[src/include/oflow_mem_cfg.svh]
// object-flow memory configuration
`ifndef OFLOW_MEM_CFG_SVH
`define OFLOW_MEM_CFG_SVH

// record and address widths
`define OFLOW_DATA_WIDTH 32 // one bounding-box record
`define OFLOW_ADDR_WIDTH 8 // address into the dual-port memory

// memory sizing
`define OFLOW_MEM_DEPTH 256 // physical words
`define OFLOW_USED_WORDS 250 // words split among the history regions

// record index inside one region
`define OFLOW_OFFSET_WIDTH 6

// frame bookkeeping
`define OFLOW_FRAME_WIDTH 8 // serial frame counter, wraps at 256
`define OFLOW_MAX_HISTORY 5 // largest number of kept frames
`define OFLOW_HIST_WIDTH 3 // enough bits for 1 to 5

`endif

[src/verilog/oflow_frame_pkg.sv]
// frame bookkeeping types
`include "oflow_mem_cfg.svh"

package oflow_frame_pkg;

	// serial number of the current frame, 0 to 255
	typedef logic [`OFLOW_FRAME_WIDTH-1:0] frame_num_t;

	// number of history frames kept, 1 to 5
	typedef logic [`OFLOW_HIST_WIDTH-1:0] hist_t;

	// region index of the current frame, 0 to history-1
	typedef logic [`OFLOW_HIST_WIDTH-1:0] slot_t;

endpackage

[src/verilog/oflow_frame_ctrl.sv]
// frame and slot counter
`timescale 1ns/1ps
`include "oflow_mem_cfg.svh"

module oflow_frame_ctrl (
	input logic clk,
	input logic reset_N,
	input logic frame_start, // one-cycle pulse per new frame
	input oflow_frame_pkg::hist_t history_cfg, // requested history count
	output oflow_frame_pkg::frame_num_t frame_num, // serial frame number
	output oflow_frame_pkg::slot_t slot, // region of the current frame
	output oflow_frame_pkg::hist_t history // active history count
);

	oflow_frame_pkg::hist_t hist_sane; // history_cfg clamped to a legal value
	oflow_frame_pkg::slot_t slot_last; // last slot before wrapping
	logic frame_last; // frame_num sits at 255
	logic frame_wrap; // this frame_start rolls frame_num to 0

	// 0 and anything above the maximum fall back to a single region
	always_comb begin
		if (history_cfg == '0 || history_cfg > `OFLOW_MAX_HISTORY) begin
			hist_sane = oflow_frame_pkg::hist_t'(1);
		end else begin
			hist_sane = history_cfg;
		end
	end

	assign slot_last = oflow_frame_pkg::slot_t'(history - 1'b1);
	assign frame_last = (frame_num == {`OFLOW_FRAME_WIDTH{1'b1}});
	assign frame_wrap = frame_start & frame_last;

	// serial frame counter, natural wrap at 256
	always_ff @(posedge clk) begin
		if (!reset_N) begin
			frame_num <= '0;
		end else if (frame_start) begin
			frame_num <= frame_num + 1'b1;
		end
	end

	// slot runs alongside frame_num so no modulo is needed
	always_ff @(posedge clk) begin
		if (!reset_N) begin
			slot <= '0;
		end else if (frame_start) begin
			if (frame_last || slot == slot_last) begin
				slot <= '0; // restart on frame wrap or region wrap
			end else begin
				slot <= slot + 1'b1;
			end
		end
	end

	// history only changes at reset and at the frame wrap
	always_ff @(posedge clk) begin
		if (!reset_N) begin
			history <= hist_sane; // sampled straight out of reset
		end else if (frame_wrap) begin
			history <= hist_sane; // new layout starts with frame 0
		end
	end

	// slot must always address a live region
	a_slot_in_range: assert property (
		@(posedge clk) disable iff (!reset_N)
		slot < history
	) else $error("slot %0d not below history %0d", slot, history);

	// history must stay a legal count
	a_history_legal: assert property (
		@(posedge clk) disable iff (!reset_N)
		(history >= 1) && (history <= `OFLOW_MAX_HISTORY)
	) else $error("history %0d out of range", history);

endmodule

[config.mk]
export PLATFORM = sky130hd
export DESIGN_NAME = oflow_frame_ctrl
export DESIGN_NICKNAME = d
export VERILOG_FILES = /design/src/verilog/oflow_frame_pkg.sv /design/src/verilog/oflow_frame_ctrl.sv
export VERILOG_INCLUDE_DIRS = /design/src /design/src/include
export SDC_FILE = /design/constraint.sdc
export NUM_CORES = 1
export LEC_CHECK = 0
export ABC_AREA = 0
export BUFFER_PORTS_ARGS = -buffer_cell sky130_fd_sc_hd__clkbuf_2
export CAP_MARGIN = 20
export CORE_AREA = 2 2 39 41
export DETAILED_ROUTE_END_ITERATION = 8
export DIE_AREA = 0 0 41 43
export PLACE_DENSITY = 0.84
export SYNTH_ARGS = -nofsm -noshare
export SYNTH_HDL_FRONTEND = slang
export SYNTH_SLANG_ARGS = --single-unit
export TNS_END_PERCENT = 50
[constraint.sdc]
create_clock -name clk -period 2.8 [get_ports clk]
set_input_delay 0.56 -clock clk [delete_from_list [all_inputs] [get_ports clk]]
set_output_delay 0.56 -clock clk [all_outputs]
set_load 0.005 [all_outputs]
==> flow_summary_export.csv <==
group,metric,value,unit
worst_setup_path,setup.worst_path.class,"register to register",
placed_design,dp_cells,97,
sta,setup_violations,0,
drt,drtIter0Drc,5,
yosys,ys_types,20,
cells_and_area,instances_no_fill,101,
placed_design,dp_hpwl,897,um
cts,cts.path.max_buffers,2,
cts,post_cts_buffers,0,
global_routing,grt_usage,16.3,%
die,dieArea,0.00176,mm^2
die,die_w,41,um
power,p_total,397,uW
die,ios,20,
hold_path,hp-class,"register to register",
sta,timing.fmax,600,MHz
global_routing,grt_max_degree,12,
cts,holdBufCountCts,0,
sta,fin_worst_skew,1.18,ps
cts,insertion_delay,280,ps
power,p_leak,0.351,nW
yosys,synth_nets,72,
cells_and_area,antenna_cells,0,
cts,clock_sinks,14,
cells_and_area,nNetsFinal,95,
sta,tightestPinTransition,693,ps
yosys,synth_cells,63,
worst_setup_path,crit_path_end_kind,"register",
sta,hold_viol_final,0,
die,core_area,0.00138,mm^2
drt,vias_per_cell,5.21,
yosys,yosys.area.top_type,"dfxtp_1",
cts,cts-root-buf,"clkbuf_4",
sta,slew_violations,0,
yosys,synth_top_cell_area_share,34.2,%
sta,fin_crit,1670,ps
yosys,ys_seq_area_share,48.2,%
drt,wl,1160,um
global_routing,antenna_found_initial,0,
global_routing,grt.overflow.total,0,
sta,setup_tns,0,ps
power,ir_drop,308,uV
job,drv_cap,0,
global_routing,grt_pass1_vias,486,
worst_setup_path,startpoint_type,"register",
yosys,synth_area,644,um^2
placed_design,io_buffers,19,
power,power_density,510,mW/mm^2
worst_setup_path,required,2720,ps
die,dieHeight,43,um
yosys,synth.avg_cell_area,10.2,um^2
die,num_rows,14,
outcome,status,"finished clean",
sta,period_share,59.5,%
placed_design,pre_cts_ws,928,ps
sta,worst_slack,1130,ps
cells_and_area,stdcell_area,778,um^2
drt,wl_per_cell,11.5,um
yosys,ys_ff_latch,14,
cts,cts_resized,0,
sta,hold_slack,512,ps
drt,ant_nets,0,
cells_and_area,drive_gt1_share,27.1,%
cts,clk_pin_slew,80,ps
cts,cts_tree,"done",
drt,vias,526,
cts,cts_buffers,3,
cells_and_area,syn2layout_area_growth,20.8,%
sta,slew_headroom,53.3,%
sta,rsz0062_at_grt,"no",
global_routing,grt_pass1_wl,1990,um
cells_and_area,fin_util,56.2,%
worst_setup_path,crit_fanout,6,
drt,first_pass_iters,3,
die,start_util,46.6,%
drt,drt_drc_violations_left,0,
yosys,synth.area.top_cells,"dfxtp_1, edfxtp_1, xor2_1, ha_1, nand4_1",
placed_design,place.gp.congestion,0.661,
placed_design,dpl_cell_area,752,um^2
worst_setup_path,arrival,1580,ps
cts,htreeDepth,1,
yosys,synth_warnings,0,
layout by cell type, fill, tap and decap left out:
cell type,instances
nor3_1,3
ha_1,3
xnor3_1,1
a21oi_1,3
inv_1,3
o21bai_1,1
mux2i_1,2
nand3_1,2
clkbuf_2,19
nand4_1,4
o21ai_0,4
nor2_1,5
and4_4,1
clkbuf_4,3
dfxtp_1,11
nand2_1,3
edfxtp_1,3
clkinv_1,1
or3_1,3
nor2b_1,2
xor2_1,6
xnor2_1,2
worst paths after layout:
check                                  start           end  slack (ps)  depth (start not counted)
worst max register to register  frame_num[0]    history[1]        1130                          3
worst min register to register  frame_num[7]  frame_num[7]         510                          2
worst min-delay path            frame_num[7]  frame_num[7]         510                          2
worst max-delay path            frame_num[0]    history[1]        1130                          3
layer usage:
metal  vias up  share of wire [%]  track usage, %
li1        263                  -               -
met1       243                 46            21.7
met2        18                 46            25.0
met3         2                6.2            3.14
met4         0                1.5            6.00
met5         -                  0               0
synth_stat cells:
cell and number:
dfxtp_1 11, xor2_1 6, nor2_1 5, nand4_1 4
o21ai_0 4, a21oi_1 3, edfxtp_1 3, ha_1 3
inv_1 3, nand2_1 3, nor3_1 3, or3_1 3
mux2i_1 2, nand3_1 2, nor2b_1 2, xnor2_1 2
and4_4 1, buf_4 1, o21bai_1 1, xnor3_1 1
area by class of cell:
| class | count | area [um^2] |
|---|---|---|
| clock buffer | 3 | 22.5 |
| clock inverter | 1 | 3.75 |
| sequential | 14 | 310 |
| fill | 130 | 606 |
| timing repair buffer | 19 | 95.1 |
| inverter | 3 | 11.3 |
| tap | 16 | 20.0 |
| multi-input combinational | 45 | 315 |
sequential cells by signal, summed over array words and instances (netlist names):
name,count
frame_num,8
history,3
slot,3
critical path, stage by stage (launching register included):
cell     delay (ps)
dfxtp_1         410
ha_1            230
nand4_1         100
o21ai_0         570
kinds of logic after synthesis:
group / after synthesis / synth area share (%)
AND/OR/NAND/NOR: 23 / 19.0
buffers and inverters: 4 / 2.91
AO/OA/AOI/OAI: 8 / 6.60
adder cells (fa/ha/maj): 3 / 5.83
flip-flops: 14 / 48.2
multiplexers: 2 / 3.11
XOR/XNOR: 9 / 14.4
report_power, final:
part	switching (mW)	internal (mW)
Sequential	0.0110	0.217
Combinational	0.0252	0.0289
Clock	0.0633	0.0517
Total	0.0995	0.297
Power figures use the tool's default switching activity.
